## src/rtl/shell_pkg.sv

```systemverilog
/*
 * shared definitions for the shell
 * bus widths, settings register addresses, bridge region and page codes,
 * the two views of the bridge address and the register write-enable bundle
 */
package shell_pkg;

  ////////////////////////////////////////
  // bus widths
  localparam int ADDR_WIDTH = 32;
  localparam int DATA_WIDTH = 32;

  // settings register write addresses
  localparam logic [ADDR_WIDTH-1:0] REG_HIDE_OVERSCAN = 32'h0000_0200;
  localparam logic [ADDR_WIDTH-1:0] REG_MASK_EDGES    = 32'h0000_0204;
  localparam logic [ADDR_WIDTH-1:0] REG_EXTRA_SPRITES = 32'h0000_0208;
  localparam logic [ADDR_WIDTH-1:0] REG_PALETTE       = 32'h0000_020C;
  localparam logic [ADDR_WIDTH-1:0] REG_MULTITAP      = 32'h0000_0300;

  // top nibble regions and top byte pages
  localparam logic [3:0] REGION_SAVE      = 4'h2;
  localparam logic [3:0] REGION_SAVESTATE = 4'h4;
  localparam logic [7:0] PAGE_CMD         = 8'hF8;

  ////////////////////////////////////////
  // setting and video widths
  localparam int MASK_WIDTH        = 2;
  localparam int PALETTE_WIDTH     = 3;
  localparam int RGB_WIDTH         = 24;
  // hide overscan flag position in the slot word
  localparam int SLOT_OVERSCAN_BIT = 13;

  // host data table, slot index 1 size word
  localparam int DT_ADDR_WIDTH = 10;
  localparam logic [DT_ADDR_WIDTH-1:0] DT_SAVE_ENTRY = 10'd3;

  ////////////////////////////////////////
  // save and save-state regions
  typedef struct packed {
    logic [3:0]            region;
    logic [ADDR_WIDTH-5:0] offset;
  } region_view_t;

  // command page
  typedef struct packed {
    logic [7:0]            page;
    logic [ADDR_WIDTH-9:0] offset;
  } page_view_t;

  typedef union packed {
    region_view_t rgn;
    page_view_t   pg;
  } bridge_addr_t;

  // one write enable per setting
  typedef struct packed {
    logic hide_overscan;
    logic mask_edges;
    logic extra_sprites;
    logic palette;
    logic multitap;
  } reg_sel_t;

endpackage

```

## src/rtl/bridge_decode.sv

```systemverilog
/*
 * host bridge decode
 * full address match of settings writes into one-hot enables,
 * read data selection by command page and save regions
 */
`timescale 1ns/10ps

module bridge_decode (
  input  logic                             clk_74a,
  input  logic                             pll_core_locked,
  input  shell_pkg::bridge_addr_t          bridge_addr,
  input  logic                             bridge_wr,
  input  logic                             bridge_rd,
  input  logic [shell_pkg::DATA_WIDTH-1:0] cmd_rd_data,
  input  logic [shell_pkg::DATA_WIDTH-1:0] save_rd_data,
  input  logic [shell_pkg::DATA_WIDTH-1:0] savestate_rd_data,
  output shell_pkg::reg_sel_t              reg_sel,
  output logic [shell_pkg::DATA_WIDTH-1:0] bridge_rd_data
);

  ////////////////////////////////////////
  // write decode

  // address matches, one per setting
  logic hit_overscan;
  logic hit_edges;
  logic hit_sprites;
  logic hit_palette;
  logic hit_multitap;

  // whole 32-bit word compared, no partial decode
  assign hit_overscan = (bridge_addr == shell_pkg::REG_HIDE_OVERSCAN);
  assign hit_edges    = (bridge_addr == shell_pkg::REG_MASK_EDGES);
  assign hit_sprites  = (bridge_addr == shell_pkg::REG_EXTRA_SPRITES);
  assign hit_palette  = (bridge_addr == shell_pkg::REG_PALETTE);
  assign hit_multitap = (bridge_addr == shell_pkg::REG_MULTITAP);

  // enables only while the write strobe is up
  always_comb begin
    reg_sel = '0;
    if (bridge_wr) begin
      reg_sel.hide_overscan = hit_overscan;
      reg_sel.mask_edges    = hit_edges;
      reg_sel.extra_sprites = hit_sprites;
      reg_sel.palette       = hit_palette;
      reg_sel.multitap      = hit_multitap;
    end
  end

  ////////////////////////////////////////
  // read select

  // read data is a pure decode of the address, the rd strobe is
  // not needed to qualify it
  // page F8 has region nibble F, so no overlap with the save regions
  always_comb begin
    bridge_rd_data = '0;
    if (bridge_addr.pg.page == shell_pkg::PAGE_CMD) begin
      // command handler page
      bridge_rd_data = cmd_rd_data;
    end else if (bridge_addr.rgn.region == shell_pkg::REGION_SAVE) begin
      // save ram readback
      bridge_rd_data = save_rd_data;
    end else if (bridge_addr.rgn.region == shell_pkg::REGION_SAVESTATE) begin
      // save state readback
      bridge_rd_data = savestate_rd_data;
    end
  end

endmodule

```

## src/rtl/host_regs.sv

```systemverilog
/*
 * host settings registers
 * overscan, edge mask, extra sprites, palette and multitap,
 * plus the save-ram size entry published to the data table
 */
`timescale 1ns/10ps

module host_regs #(
  parameter logic [shell_pkg::DATA_WIDTH-1:0] SAVE_SIZE_BYTES = 32'h0004_0000
) (
  input  logic                                clk_74a,
  input  logic                                pll_core_locked,
  input  shell_pkg::reg_sel_t                 reg_sel,
  input  logic [shell_pkg::DATA_WIDTH-1:0]    bridge_wr_data,
  input  logic                                has_save,
  output logic                                hide_overscan,
  output logic [shell_pkg::MASK_WIDTH-1:0]    mask_vid_edges,
  output logic                                allow_extra_sprites,
  output logic [shell_pkg::PALETTE_WIDTH-1:0] selected_palette,
  output logic                                multitap_enabled,
  output logic [shell_pkg::DT_ADDR_WIDTH-1:0] datatable_addr,
  output logic                                datatable_wren,
  output logic [shell_pkg::DATA_WIDTH-1:0]    datatable_data
);

  ////////////////////////////////////////
  // emulator settings

  // each field takes the low bits of the bus word
  always_ff @(posedge clk_74a or negedge pll_core_locked) begin
    if (!pll_core_locked) begin
      hide_overscan       <= 1'b0;
      mask_vid_edges      <= '0;
      allow_extra_sprites <= 1'b0;
      selected_palette    <= '0;
      multitap_enabled    <= 1'b0;
    end else begin
      if (reg_sel.hide_overscan) begin
        hide_overscan <= bridge_wr_data[0];
      end
      // left and right edge masking
      if (reg_sel.mask_edges) begin
        mask_vid_edges <= bridge_wr_data[shell_pkg::MASK_WIDTH-1:0];
      end
      if (reg_sel.extra_sprites) begin
        allow_extra_sprites <= bridge_wr_data[0];
      end
      // palette index
      if (reg_sel.palette) begin
        selected_palette <= bridge_wr_data[shell_pkg::PALETTE_WIDTH-1:0];
      end
      if (reg_sel.multitap) begin
        multitap_enabled <= bridge_wr_data[0];
      end
    end
  end

  ////////////////////////////////////////
  // data table save size

  // rewritten every cycle, so has_save changes land one edge later
  always_ff @(posedge clk_74a or negedge pll_core_locked) begin
    if (!pll_core_locked) begin
      datatable_addr <= '0;
      datatable_wren <= 1'b0;
      datatable_data <= '0;
    end else begin
      datatable_wren <= 1'b1;
      // slot index 1, size word
      datatable_addr <= shell_pkg::DT_SAVE_ENTRY;
      datatable_data <= has_save ? SAVE_SIZE_BYTES : '0;
    end
  end

endmodule

```

## src/rtl/nes_shell.sv

```systemverilog
/*
 * shell top level
 * bridge decode, settings registers and video conditioning on clk_74a
 */
`timescale 1ns/10ps

module nes_shell #(
  parameter int HS_DELAY = 7,
  parameter logic [shell_pkg::DATA_WIDTH-1:0] SAVE_SIZE_BYTES = 32'h0004_0000
) (
  input  logic                                clk_74a,
  input  logic                                pll_core_locked,

  // host bridge
  input  logic [shell_pkg::ADDR_WIDTH-1:0]    bridge_addr,
  input  logic                                bridge_wr,
  input  logic [shell_pkg::DATA_WIDTH-1:0]    bridge_wr_data,
  input  logic                                bridge_rd,
  output logic [shell_pkg::DATA_WIDTH-1:0]    bridge_rd_data,

  // external read sources
  input  logic [shell_pkg::DATA_WIDTH-1:0]    cmd_rd_data,
  input  logic [shell_pkg::DATA_WIDTH-1:0]    save_rd_data,
  input  logic [shell_pkg::DATA_WIDTH-1:0]    savestate_rd_data,

  // emulator side
  input  logic                                has_save,
  input  logic                                h_blank,
  input  logic                                v_blank,
  input  logic                                hs_in,
  input  logic                                vs_in,
  input  logic [shell_pkg::RGB_WIDTH-1:0]     rgb_in,

  // settings to the emulator
  output logic                                hide_overscan,
  output logic [shell_pkg::MASK_WIDTH-1:0]    mask_vid_edges,
  output logic                                allow_extra_sprites,
  output logic [shell_pkg::PALETTE_WIDTH-1:0] selected_palette,
  output logic                                multitap_enabled,

  // host data table
  output logic [shell_pkg::DT_ADDR_WIDTH-1:0] datatable_addr,
  output logic                                datatable_wren,
  output logic [shell_pkg::DATA_WIDTH-1:0]    datatable_data,

  // scaler video
  output logic                                video_de,
  output logic                                video_hs,
  output logic                                video_vs,
  output logic [shell_pkg::RGB_WIDTH-1:0]     video_rgb
);

  // write enables, decode to registers
  shell_pkg::reg_sel_t reg_sel;

  ////////////////////////////////////////
  // bridge decode

  bridge_decode bridge_decode_i (
    .clk_74a           (clk_74a),
    .pll_core_locked   (pll_core_locked),
    .bridge_addr       (shell_pkg::bridge_addr_t'(bridge_addr)),
    .bridge_wr         (bridge_wr),
    .bridge_rd         (bridge_rd),
    .cmd_rd_data       (cmd_rd_data),
    .save_rd_data      (save_rd_data),
    .savestate_rd_data (savestate_rd_data),
    .reg_sel           (reg_sel),
    .bridge_rd_data    (bridge_rd_data)
  );

  // settings and data table
  host_regs #(
    .SAVE_SIZE_BYTES (SAVE_SIZE_BYTES)
  ) host_regs_i (
    .clk_74a             (clk_74a),
    .pll_core_locked     (pll_core_locked),
    .reg_sel             (reg_sel),
    .bridge_wr_data      (bridge_wr_data),
    .has_save            (has_save),
    .hide_overscan       (hide_overscan),
    .mask_vid_edges      (mask_vid_edges),
    .allow_extra_sprites (allow_extra_sprites),
    .selected_palette    (selected_palette),
    .multitap_enabled    (multitap_enabled),
    .datatable_addr      (datatable_addr),
    .datatable_wren      (datatable_wren),
    .datatable_data      (datatable_data)
  );

  ////////////////////////////////////////
  // video result

  // overscan setting also feeds the slot word
  video_out #(
    .HS_DELAY (HS_DELAY)
  ) video_out_i (
    .clk_74a         (clk_74a),
    .pll_core_locked (pll_core_locked),
    .h_blank         (h_blank),
    .v_blank         (v_blank),
    .hs_in           (hs_in),
    .vs_in           (vs_in),
    .rgb_in          (rgb_in),
    .hide_overscan   (hide_overscan),
    .video_de        (video_de),
    .video_hs        (video_hs),
    .video_vs        (video_vs),
    .video_rgb       (video_rgb)
  );

endmodule

```

## src/rtl/video_out.sv

```systemverilog
/*
 * scaler video conditioning
 * registered data enable and colour, slot word after each active line,
 * delayed one-cycle hsync and one-cycle vsync
 */
`timescale 1ns/10ps

module video_out #(
  parameter int HS_DELAY = 7
) (
  input  logic                            clk_74a,
  input  logic                            pll_core_locked,
  input  logic                            h_blank,
  input  logic                            v_blank,
  input  logic                            hs_in,
  input  logic                            vs_in,
  input  logic [shell_pkg::RGB_WIDTH-1:0] rgb_in,
  input  logic                            hide_overscan,
  output logic                            video_de,
  output logic                            video_hs,
  output logic                            video_vs,
  output logic [shell_pkg::RGB_WIDTH-1:0] video_rgb
);

  // countdown wide enough to hold HS_DELAY
  localparam int CNT_W = $clog2(HS_DELAY + 1);
  localparam logic [CNT_W-1:0] HS_LOAD = CNT_W'(HS_DELAY);

  // raw active area
  logic de;
  // previous-cycle copies for edge detect
  logic de_prev;
  logic hs_prev;
  logic vs_prev;
  logic de_fall;
  logic hs_rise;
  logic vs_rise;
  // cycles left until the hsync pulse
  logic [CNT_W-1:0] hs_count;
  logic [shell_pkg::RGB_WIDTH-1:0] slot_word;

  assign de      = ~(h_blank | v_blank);
  assign de_fall = de_prev & ~de;
  assign hs_rise = hs_in & ~hs_prev;
  assign vs_rise = vs_in & ~vs_prev;

  // slot word, only the overscan flag is set
  always_comb begin
    slot_word = '0;
    slot_word[shell_pkg::SLOT_OVERSCAN_BIT] = hide_overscan;
  end

  ////////////////////////////////////////
  // enable and colour

  always_ff @(posedge clk_74a or negedge pll_core_locked) begin
    if (!pll_core_locked) begin
      video_de  <= 1'b0;
      video_rgb <= '0;
      de_prev   <= 1'b0;
    end else begin
      video_de <= de;
      de_prev  <= de;
      if (de) begin
        video_rgb <= rgb_in;
      end else if (de_fall) begin
        // first blank cycle carries the slot word
        video_rgb <= slot_word;
      end else begin
        video_rgb <= '0;
      end
    end
  end

  ////////////////////////////////////////
  // sync shaping

  // hsync pushed HS_DELAY edges out so it never sits on vsync
  always_ff @(posedge clk_74a or negedge pll_core_locked) begin
    if (!pll_core_locked) begin
      hs_count <= '0;
      hs_prev  <= 1'b0;
      video_hs <= 1'b0;
    end else begin
      hs_prev  <= hs_in;
      // pulse when the count runs out
      video_hs <= (hs_count == CNT_W'(1));
      if (hs_rise) begin
        // retrigger restarts from the top
        hs_count <= HS_LOAD;
      end else if (hs_count != '0) begin
        hs_count <= hs_count - CNT_W'(1);
      end
    end
  end

  // vsync cut to a single cycle on its rising edge
  always_ff @(posedge clk_74a or negedge pll_core_locked) begin
    if (!pll_core_locked) begin
      vs_prev  <= 1'b0;
      video_vs <= 1'b0;
    end else begin
      vs_prev  <= vs_in;
      video_vs <= vs_rise;
    end
  end

endmodule

```

## config.mk

```make
export PLATFORM = sky130hd
export DESIGN_NAME = nes_shell
export DESIGN_NICKNAME = d
export VERILOG_FILES = /design/src/rtl/shell_pkg.sv /design/src/rtl/bridge_decode.sv /design/src/rtl/host_regs.sv /design/src/rtl/nes_shell.sv /design/src/rtl/video_out.sv
export SDC_FILE = /design/constraint.sdc
export NUM_CORES = 1
export LEC_CHECK = 0
export BUFFER_PORTS_ARGS = -buffer_cell sky130_fd_sc_hd__buf_2
export CAP_MARGIN = 20
export CORE_AREA = 2 2 119 121
export DETAILED_ROUTE_END_ITERATION = 10
export DIE_AREA = 0 0 121 123
export GPL_TIMING_DRIVEN = 0
export HOLD_SLACK_MARGIN = 0.1
export PLACE_DENSITY = 0.54
export SETUP_SLACK_MARGIN = 0.15
export SYNTH_ARGS = -nofsm -noshare
export SYNTH_HDL_FRONTEND = slang
export SYNTH_SLANG_ARGS = --single-unit
```

## constraint.sdc

```tcl
create_clock -name clk_74a -period 3.5 [get_ports clk_74a]
set_input_delay 0.7 -clock clk_74a [delete_from_list [all_inputs] [get_ports clk_74a]]
set_output_delay 0.7 -clock clk_74a [all_outputs]
set_load 0.02 [all_outputs]
```

==> results of run 1 <==
per-layer routing:
metal,vias to the layer above,track usage (%)
met4,0,2.91
met1,1264,12.5
met3,7,3.74
li1,1325,-
met5,-,0
met2,215,20.6
kinds of logic after synthesis:
| group | after synthesis | synth area share [%] |
|---|---|---|
| compound gates | 34 | 13.6 |
| xor+xnor | 1 | 0.360 |
| fa+ha+maj | 3 | 1.54 |
| buf+inv | 88 | 19.9 |
| flops | 42 | 43.2 |
| mux | 9 | 4.58 |
| other cells | 2 | 0.309 |
| simple gates | 62 | 16.5 |
cell type report:
type | count | share of cell area, %
repair buffers | 233 | 28.3
clock buffers | 7 | 3.46
multi-input cells | 149 | 25.4
clock inverters | 1 | 0.122
plain buffers | 54 | 8.66
flip-flops and latches | 42 | 25.5
inverters | 34 | 3.10
well taps | 180 | 5.47
registers in the layout (all words and copies together), names as in the netlist, 2 cells and up:
signal                        count
host_regs_i.mask_vid_edges        2
video_out_i.video_rgb            24
host_regs_i.selected_palette      3
video_out_i.hs_count              3
worst max path at each step:
stage	startpoint	endpoint	slack, ns
global route	bridge_addr[28]	bridge_rd_data[13]	0.39
detailed placement	bridge_addr[29]	bridge_rd_data[9]	0.14
global placement	bridge_addr[29]	bridge_rd_data[13]	0.20
CTS	bridge_addr[28]	bridge_rd_data[9]	0.48
floorplan	bridge_addr[29]	bridge_rd_data[10]	0.95
finish	bridge_addr[25]	bridge_rd_data[20]	0.49
cell usage after synthesis (all sizes together):
cell / count
dfrtp: 42
buf: 41
inv: 34
a222oi: 32
and2: 24
clkbuf: 13
nand2: 9
mux2: 8
nor4: 8
nor2: 4
ha: 3
nor3: 3
conb: 2
nand2b: 2
nor2b: 2
nor4b: 2
o21ai: 2
and3: 1
and4: 1
mux2i: 1
nand3: 1
nand3b: 1
nand4: 1
or3: 1
or3b: 1
or4: 1
xnor2: 1
power by group through the flow:
stage               Combinational [mW]  Clock (mW)  Sequential (mW)
floorplan                        0.180           0            0.561
global placement                 0.353           0            0.542
detailed placement               0.359           0            0.544
CTS                              0.361       0.478            0.535
global route                     0.399       0.496            0.540
finish                           0.360       0.462            0.535
worst max-delay path: stages:
cell and delay [ns]:
buf_2 0.09, nor3_1 0.26, and3_1 0.20, clkbuf_1 0.24
clkbuf_1 0.43, a222oi_1 0.14, inv_1 0.09, buf_2 0.16
stage by stage:
stage	std cells	hold WS [ns]	area (um2)
after floorplan	279	0.378	2570
after global placement	692	0.383	3970
after detailed placement	692	0.397	3970
after CTS	700	0.405	4120
after global routing	700	0.419	4120
final	700	0.401	4120
==> results_dict.tcl, run 1 <==
set metrics [dict create \
    period_minus_slack_ns 3.01 \
    fmax_mhz 332 \
    worstHoldPathCells 1 \
    power.share.combinational_pct 26.5 \
    power.switching_uw 391 \
    wire_per_inst_um 13.5 \
    met3WireLength_um 1190 \
    gp_congestion 0.820 \
    drive_gt1_share_pct 57.5 \
    r2r-start "video_out_i.hs_count[0]" \
    cts_resized 1 \
    critPathArrivalTime_ns 2.31 \
    power_density_mw_per_mm2 329 \
    yosysWarningCount 0 \
    fin_worst_skew_ns 0.00350 \
    grt_max_degree 43 \
    period_share_pct 86.1 \
    syn-cell-area_mm2 0.00243 \
    routed-wl-met2_um 4590 \
    dieArea_mm2 0.0149 \
    setup_tns_ns 0 \
    initial_core_util_pct 17.9 \
    hold_end "video_out_i.video_vs" \
    final_common_cell "buf_2" \
    finalPower_mw 1.36 \
    leakagePower_nw 2.60 \
    layout_setup_ws_ns 0.487 \
    core_mm2 0.0136 \
    worstReg2RegEnd "video_out_i.hs_count[1]" \
    r2r_setup_slack_ns 2.37 \
    syn-instance-count 241 \
    synth_top_area_share_pct 43.2 \
    drt-vias-per-instance 4.02 \
    post-cts-setup-buffer-count 0 \
    drt-total-wl_um 9460 \
    yosys.area.top_type "dfrtp_1" \
    postSynthAreaPerCell_um2 10.1 \
    postLayoutCoreUtil_pct 30.3 \
    ys_seq_area_share_pct 43.2 \
    cts_buffer_depth 2 \
    firstDrtPassIters 5 \
    place_hpwl_um 8150 \
    nFillCells 1476 \
    ir_drop_mv 0.424 \
    crit_type "in -> out" \
    cts.hold.buffers_added 0 \
    synthTopCellsByArea "dfrtp_1, a222oi_1, buf_4" \
    worstPathRequired_ns 2.80 \
    tightest_slew_ns 0.921 \
    switching_share_pct 28.8 \
    cp-start-kind "input port" \
    drv_slew 0 \
    cts_max_level 2 \
    cts_buffers 5 \
    run_status "complete, no violations" \
    die_y_um 123 \
    grt_usage_pct 11.3 \
    clockRootBuffer "clkbuf_16" \
    hp-class "reg -> reg" \
    ys_seq_elements 42 \
    rsz0062_at_grt "false" \
    post-route-drc-count 0 \
    layout_common_cells "buf_2, dfrtp_1, buf_4, conb_1, inv_1" \
    cts_tree "yes" \
    std_cell_rows 43 \
    reg2reg_depth 5 \
    first_global_vias 2639 \
    clock_latency_ns 0.28 \
    clock_sinks 42 \
    intPower_uw 965 \
    topRoutingLayerUsed "met4" \
    multiInputGateArea_mm2 0.00104 \
    syn_to_final_growth_pct 69.4 \
    met1_length_um 3590 \
    critPathMaxFanout 10 \
    slew_headroom_pct 38.6 \
    antenna-diode-count 0 \
    post-place-ws_ns 0.143 \
    seq_area_mm2 0.00105 \
    ant_nets 0 \
    crit_path_end_kind "output port" \
    grt_pass1_wl_um 13100 \
    drtIter0Drc 174 \
    p_clk_share_pct 34.1 \
    nets 715 \
    seq_power_share_pct 39.4 \
    vias 2811 \
    antenna_found_initial 0 \
    min-delay-start "video_out_i.vs_prev" \
    setup_viol 0 \
    io_pins 303 \
    yosysUniqueCellTypes 31 \
    portBuffers 233 \
    hold_violations 0 \
    gr-total-overflow 0 \
    path_clk_slew_ns 0.06 \
    die-width_um 121 \
    drv_cap 0 \
]
No activity file was read; power rests on OpenSTA's default activity.
==> run 2: changes to the inputs <==
==> constraint.sdc (replaced) <==
create_clock -name clk_74a -period 2.8 [get_ports clk_74a]
set_input_delay 0.56 -clock clk_74a [delete_from_list [all_inputs] [get_ports clk_74a]]
set_output_delay 0.56 -clock clk_74a [all_outputs]
set_load 0.02 [all_outputs]
==> run 2 against run 1 <==
Effect of this change: routed wire length shrank 0.14%; via count shrank 0.18%; largest power group unchanged; die area is the same; first-iteration DRC count shrank 17%; core utilization grew 0.14 points; final cell count is the same; non-clock buffer count is the same; clock power grew 25%; worst setup slack lost 0.30 ns; sequential power grew 25%.
==> results_dict.tcl, run 2 (synthesis gave the netlist of run 1 again) <==
set metrics [dict create \
    run_status "complete, no violations" \
    drt-total-wl_um 9450 \
    syn_to_final_growth_pct 70.2 \
    crit_type "in -> out" \
    largest_reg_flops 24 \
    top_register "video_out_i.video_rgb" \
    std_cell_rows 43 \
    die_y_um 123 \
    drt-vias-per-instance 4.01 \
    drtIter0Drc 145 \
    grt_usage_pct 11.3 \
    critPathArrivalTime_ns 2.05 \
    holdWs_ns 0.384 \
    cp-start-kind "input port" \
    cts.hold.buffers_added 0 \
    fin_cells 700 \
    final_common_cell "buf_2" \
    critPathMaxFanout 10 \
    period_share_pct 93.3 \
    path_clk_slew_ns 0.06 \
    seq_power_share_pct 39.4 \
    setup_tns_ns 0 \
    firstDrtPassIters 8 \
    period_minus_slack_ns 2.61 \
    vias 2806 \
    worstHoldPathCells 1 \
    grt_max_degree 43 \
    reg2reg_depth 5 \
    power_density_mw_per_mm2 410 \
    cts_tree "yes" \
    fmax_mhz 383 \
    cts_max_level 2 \
    crit_path_max_incr_delay_ns 0.36 \
    setup_viol 0 \
    routed-wl-met2_um 4580 \
    dpl-instance-area_mm2 0.00397 \
    top_regs "video_out_i.video_rgb: 24 flops, host_regs_i.selected_palette: 3 flops, video_out_i.hs_count: 3 flops" \
    critPathBufInv 5 \
    layout_setup_ws_ns 0.187 \
    nFillCells 1474 \
    fin_worst_skew_ns 0.00356 \
    intPower_mw 1.21 \
    met3WireLength_um 1200 \
    final_area_mm2 0.00414 \
    drv_cap 0 \
    clock_latency_ns 0.28 \
    hold_violations 0 \
    finalPower_mw 1.70 \
    layout_common_cells "buf_2, dfrtp_1, buf_4, conb_1, inv_1" \
    leakagePower_nw 2.63 \
    worstPathRequired_ns 2.24 \
    topRoutingLayerUsed "met4" \
    drive_gt1_share_pct 59.0 \
    core_mm2 0.0136 \
    nets 715 \
    cts_buffers 5 \
    hp-class "in -> reg" \
    crit_path_end_kind "output port" \
    io_pins 303 \
    antenna-diode-count 0 \
    post-place-ws_ns -0.277 \
    power.switching_uw 489 \
    worstPathCellList "buf_2 -> and4_2 -> and3_1 -> clkbuf_1 -> clkbuf_2 -> a222oi_1 -> inv_1 -> buf_2" \
    cp_slowest_cell "a222oi_1" \
    rsz0062_at_grt "false" \
    ir_drop_mv 0.530 \
    drv_slew 0 \
    clockRootBuffer "clkbuf_16" \
    cts_buffer_depth 2 \
    slew_headroom_pct 38.6 \
    clock_sinks 42 \
    post-route-drc-count 0 \
    gr-total-overflow 0 \
    ant_nets 0 \
    grt_pass1_wl_um 13100 \
    p_clk_share_pct 34.0 \
    r2r_setup_slack_ns 1.67 \
    power.share.combinational_pct 26.6 \
    antenna_found_initial 0 \
    dp.cells 692 \
    cp_common_cell "buf_2" \
    portBuffers 233 \
    postLayoutCoreUtil_pct 30.4 \
    wire_per_inst_um 13.5 \
    initial_core_util_pct 17.9 \
    met1_length_um 3560 \
    gp_congestion 0.820 \
    switching_share_pct 28.8 \
    cp_top_family "buffers and inverters" \
    dieArea_mm2 0.0149 \
    place_hpwl_um 8150 \
    first_global_vias 2653 \
    cp.depth 8 \
    die-width_um 121 \
    tightest_slew_ns 0.921 \
]
[run 2: what timing repair did]
| item | CTS | global route |
|---|---|---|
| setup endpoints to repair | 32 | 16 |
| buffers inserted | 0 | 0 |
| resized for setup | 8 | 6 |
| pin swaps | 0 | 2 |
[run 2: power groups by stage]
stage	registers, mW	logic (mW)	clock network, mW
after floorplan	0.702	0.225	0
after global placement	0.677	0.442	0
after detailed placement	0.680	0.449	0
after CTS	0.669	0.453	0.598
after global routing	0.674	0.501	0.620
final	0.668	0.451	0.577
[run 2: worst paths after layout]
| check | start | end |
|---|---|---|
| min in group asynchronous | pll_core_locked | host_regs_i.datatable_data[18] |
| hold reg to reg | video_out_i.vs_prev | video_out_i.video_vs |
| setup reg to reg | video_out_i.hs_count[0] | video_out_i.hs_count[1] |
| hold / removal | has_save | host_regs_i.datatable_data[18] |
| setup / recovery | bridge_addr[28] | bridge_rd_data[26] |
| max in group asynchronous | pll_core_locked | video_out_i.video_rgb[2] |
[run 2: routing by layer]
layer | GRT usage [%] | vias to the layer above
met5 | 0 | -
met4 | 2.91 | 0
met1 | 12.6 | 1256
met3 | 3.74 | 11
li1 | - | 1325
met2 | 20.6 | 214
[run 2: layout make-up]
type / count / area [um2] / share of cell area, %
repair buffers: 233 / 1170 / 28.2
plain buffers: 54 / 367 / 8.86
clock inverters: 1 / 5.00 / 0.121
multi-input cells: 149 / 1050 / 25.5
well taps: 180 / 225 / 5.44
flip-flops and latches: 42 / 1050 / 25.4
inverters: 34 / 128 / 3.08
clock buffers: 7 / 143 / 3.45
==> run 3: changes to the inputs <==
--- a/config.mk
+++ b/config.mk
@@ -10,10 +10,9 @@
 export CORE_AREA = 2 2 119 121
 export DETAILED_ROUTE_END_ITERATION = 10
 export DIE_AREA = 0 0 121 123
-export GPL_TIMING_DRIVEN = 0
-export HOLD_SLACK_MARGIN = 0.1
+export GPL_TIMING_DRIVEN = 1
 export PLACE_DENSITY = 0.54
-export SETUP_SLACK_MARGIN = 0.15
+export SETUP_SLACK_MARGIN = 0.05
 export SYNTH_ARGS = -nofsm -noshare
 export SYNTH_HDL_FRONTEND = slang
 export SYNTH_SLANG_ARGS = --single-unit
==> run 3 against run 2 <==
Effect of this change: total power fell by 5.1%; clock-buffer cell count did not move; core utilization fell by 2.4 points; largest cell class unchanged; clock skew fell by 0.0023 ns.
==> results_dict.tcl, run 3 (synthesis gave the netlist of run 1 again) <==
set metrics [dict create \
    post-cts-setup-buffer-count 0 \
    cp_top_family "simple AND/OR/NAND/NOR gates" \
    wire_per_inst_um 13.8 \
    clock_latency_ns 0.28 \
    initial_core_util_pct 17.9 \
    drive_gt1_share_pct 55.6 \
    nets 667 \
    grt_usage_pct 11.1 \
    slew_headroom_pct 39.8 \
    drv_slew 0 \
    power_density_mw_per_mm2 422 \
    cts_buffers 5 \
    setup_viol 0 \
    io_pins 303 \
    cp_slowest_cell "and2_2" \
    switching_share_pct 28.9 \
    worstPathCellList "buf_2 -> nor3_1 -> and2_2 -> buf_4 -> a222oi_1 -> inv_1 -> buf_2" \
    drt-total-wl_um 8980 \
    seq_power_share_pct 41.5 \
    reg2reg_depth 5 \
    setup_tns_ns 0 \
    antenna_found_initial 0 \
    cts_tree "yes" \
    fmax_mhz 402 \
    leakagePower_nw 2.39 \
    drv_cap 0 \
    path_clk_slew_ns 0.06 \
    dieArea_mm2 0.0149 \
    die_y_um 123 \
    grt_max_degree 43 \
    power.switching_uw 466 \
    cp-start-kind "input port" \
    final_area_mm2 0.00382 \
    critPathMaxFanout 21 \
    run_status "complete, no violations" \
    syn_to_final_growth_pct 57.0 \
    die-width_um 121 \
    top_register "video_out_i.video_rgb" \
    critPathArrivalTime_ns 1.93 \
    firstDrtPassIters 7 \
    tightest_slew_ns 0.903 \
    final_common_cell "buf_2" \
    dpl-instance-area_mm2 0.00368 \
    std_cell_rows 43 \
    seq_area_mm2 0.00105 \
    grt_pass1_wl_um 12800 \
    period_minus_slack_ns 2.49 \
    layout_common_cells "buf_2, dfrtp_1, conb_1, inv_1, a222oi_1" \
    hp-class "reg -> reg" \
    worstPathRequired_ns 2.24 \
    nFillCells 1472 \
    clock_sinks 42 \
    power.share.combinational_pct 25.3 \
    intPower_mw 1.14 \
    gp_congestion 0.733 \
    largest_reg_flops 24 \
    worstReg2RegEnd "video_out_i.hs_count[0]" \
    critPathBufInv 4 \
    clockRootBuffer "clkbuf_16" \
    cp-endpoint "bridge_rd_data[20]" \
    post-route-drc-count 0 \
    rsz0062_at_grt "false" \
    cp_common_cell "buf_2" \
    multiInputGateArea_mm2 0.00104 \
    r2r-start "video_out_i.hs_count[0]" \
    r2r_setup_slack_ns 1.69 \
    cp.depth 7 \
    cts_resized 0 \
    drt-vias-per-instance 4.07 \
    cts_buffer_depth 2 \
    crit_path_end_kind "output port" \
    fin_worst_skew_ns 0.00121 \
    top_regs "video_out_i.video_rgb: 24 flops, host_regs_i.selected_palette: 3 flops, video_out_i.hs_count: 3 flops" \
    cts.hold.buffers_added 0 \
    portBuffers 233 \
    p_clk_share_pct 33.1 \
    crit_path_max_incr_delay_ns 0.44 \
    hold_violations 0 \
    vias 2652 \
    cp-startpoint "bridge_addr[28]" \
    period_share_pct 88.9 \
    gr-total-overflow 0 \
    antenna-diode-count 0 \
    ant_nets 0 \
    place_hpwl_um 7670 \
    first_global_vias 2523 \
    ir_drop_mv 0.505 \
    core_mm2 0.0136 \
    cts_max_level 2 \
    drtIter0Drc 194 \
    crit_type "in -> out" \
]
[run 3: final cells by class]
class                           instances  share of cell area (%)
Multi-Input combinational cell        149                    27.4
Tap cell                              180                    5.90
Timing Repair Buffer                  239                    32.4
Clock buffer                            7                    3.47
Inverter                               34                    3.34
Sequential cell                        42                    27.5
[run 3: worst min path at each step]
stage | from | end | slack, ns | cells past startpoint
3_3_place_gp | video_out_i.vs_prev | video_out_i.video_vs | 0.38 | 1
5_1_grt | has_save | host_regs_i.datatable_data[18] | 0.38 | 1
4_1_cts | has_save | host_regs_i.datatable_data[18] | 0.38 | 1
2_1_floorplan | pll_core_locked | host_regs_i.allow_extra_sprites | 0.26 | 0
6_report | video_out_i.vs_prev | video_out_i.video_vs | 0.39 | 1
3_5_place_dp | video_out_i.vs_prev | video_out_i.video_vs | 0.39 | 1
[run 3: power by group through the flow]
stage                     Sequential (mW)  Clock [mW]  Combinational, mW
after floorplan                     0.702           0              0.225
after global placement              0.677           0              0.399
after detailed placement            0.679           0              0.411
after CTS                           0.669       0.556              0.413
after global routing                0.673       0.579              0.454
final                               0.669       0.534              0.408
[run 3: stage by stage]
step	power (mW)	utilization (%)	setup WS, ns	cells	hold WS (ns)
6_report	1.61	28.0	0.311	651	0.393
5_1_grt	1.71	28.0	0.139	651	0.379
4_1_cts	1.64	28.0	0.302	651	0.385
3_5_place_dp	1.09	27.1	0.275	644	0.387
3_3_place_gp	1.08	27.1	0.343	644	0.384
2_1_floorplan	0.927	-	0.526	279	0.264
[run 3: per-layer routing]
layer  global-route usage [%]  share of wire [%]  up-vias
li1                         -                  -     1230
met1                     13.5                 40     1215
met2                     19.3                 48      202
met3                     3.09                 11        5
met4                     3.05               0.70        0
met5                        0                  0        -
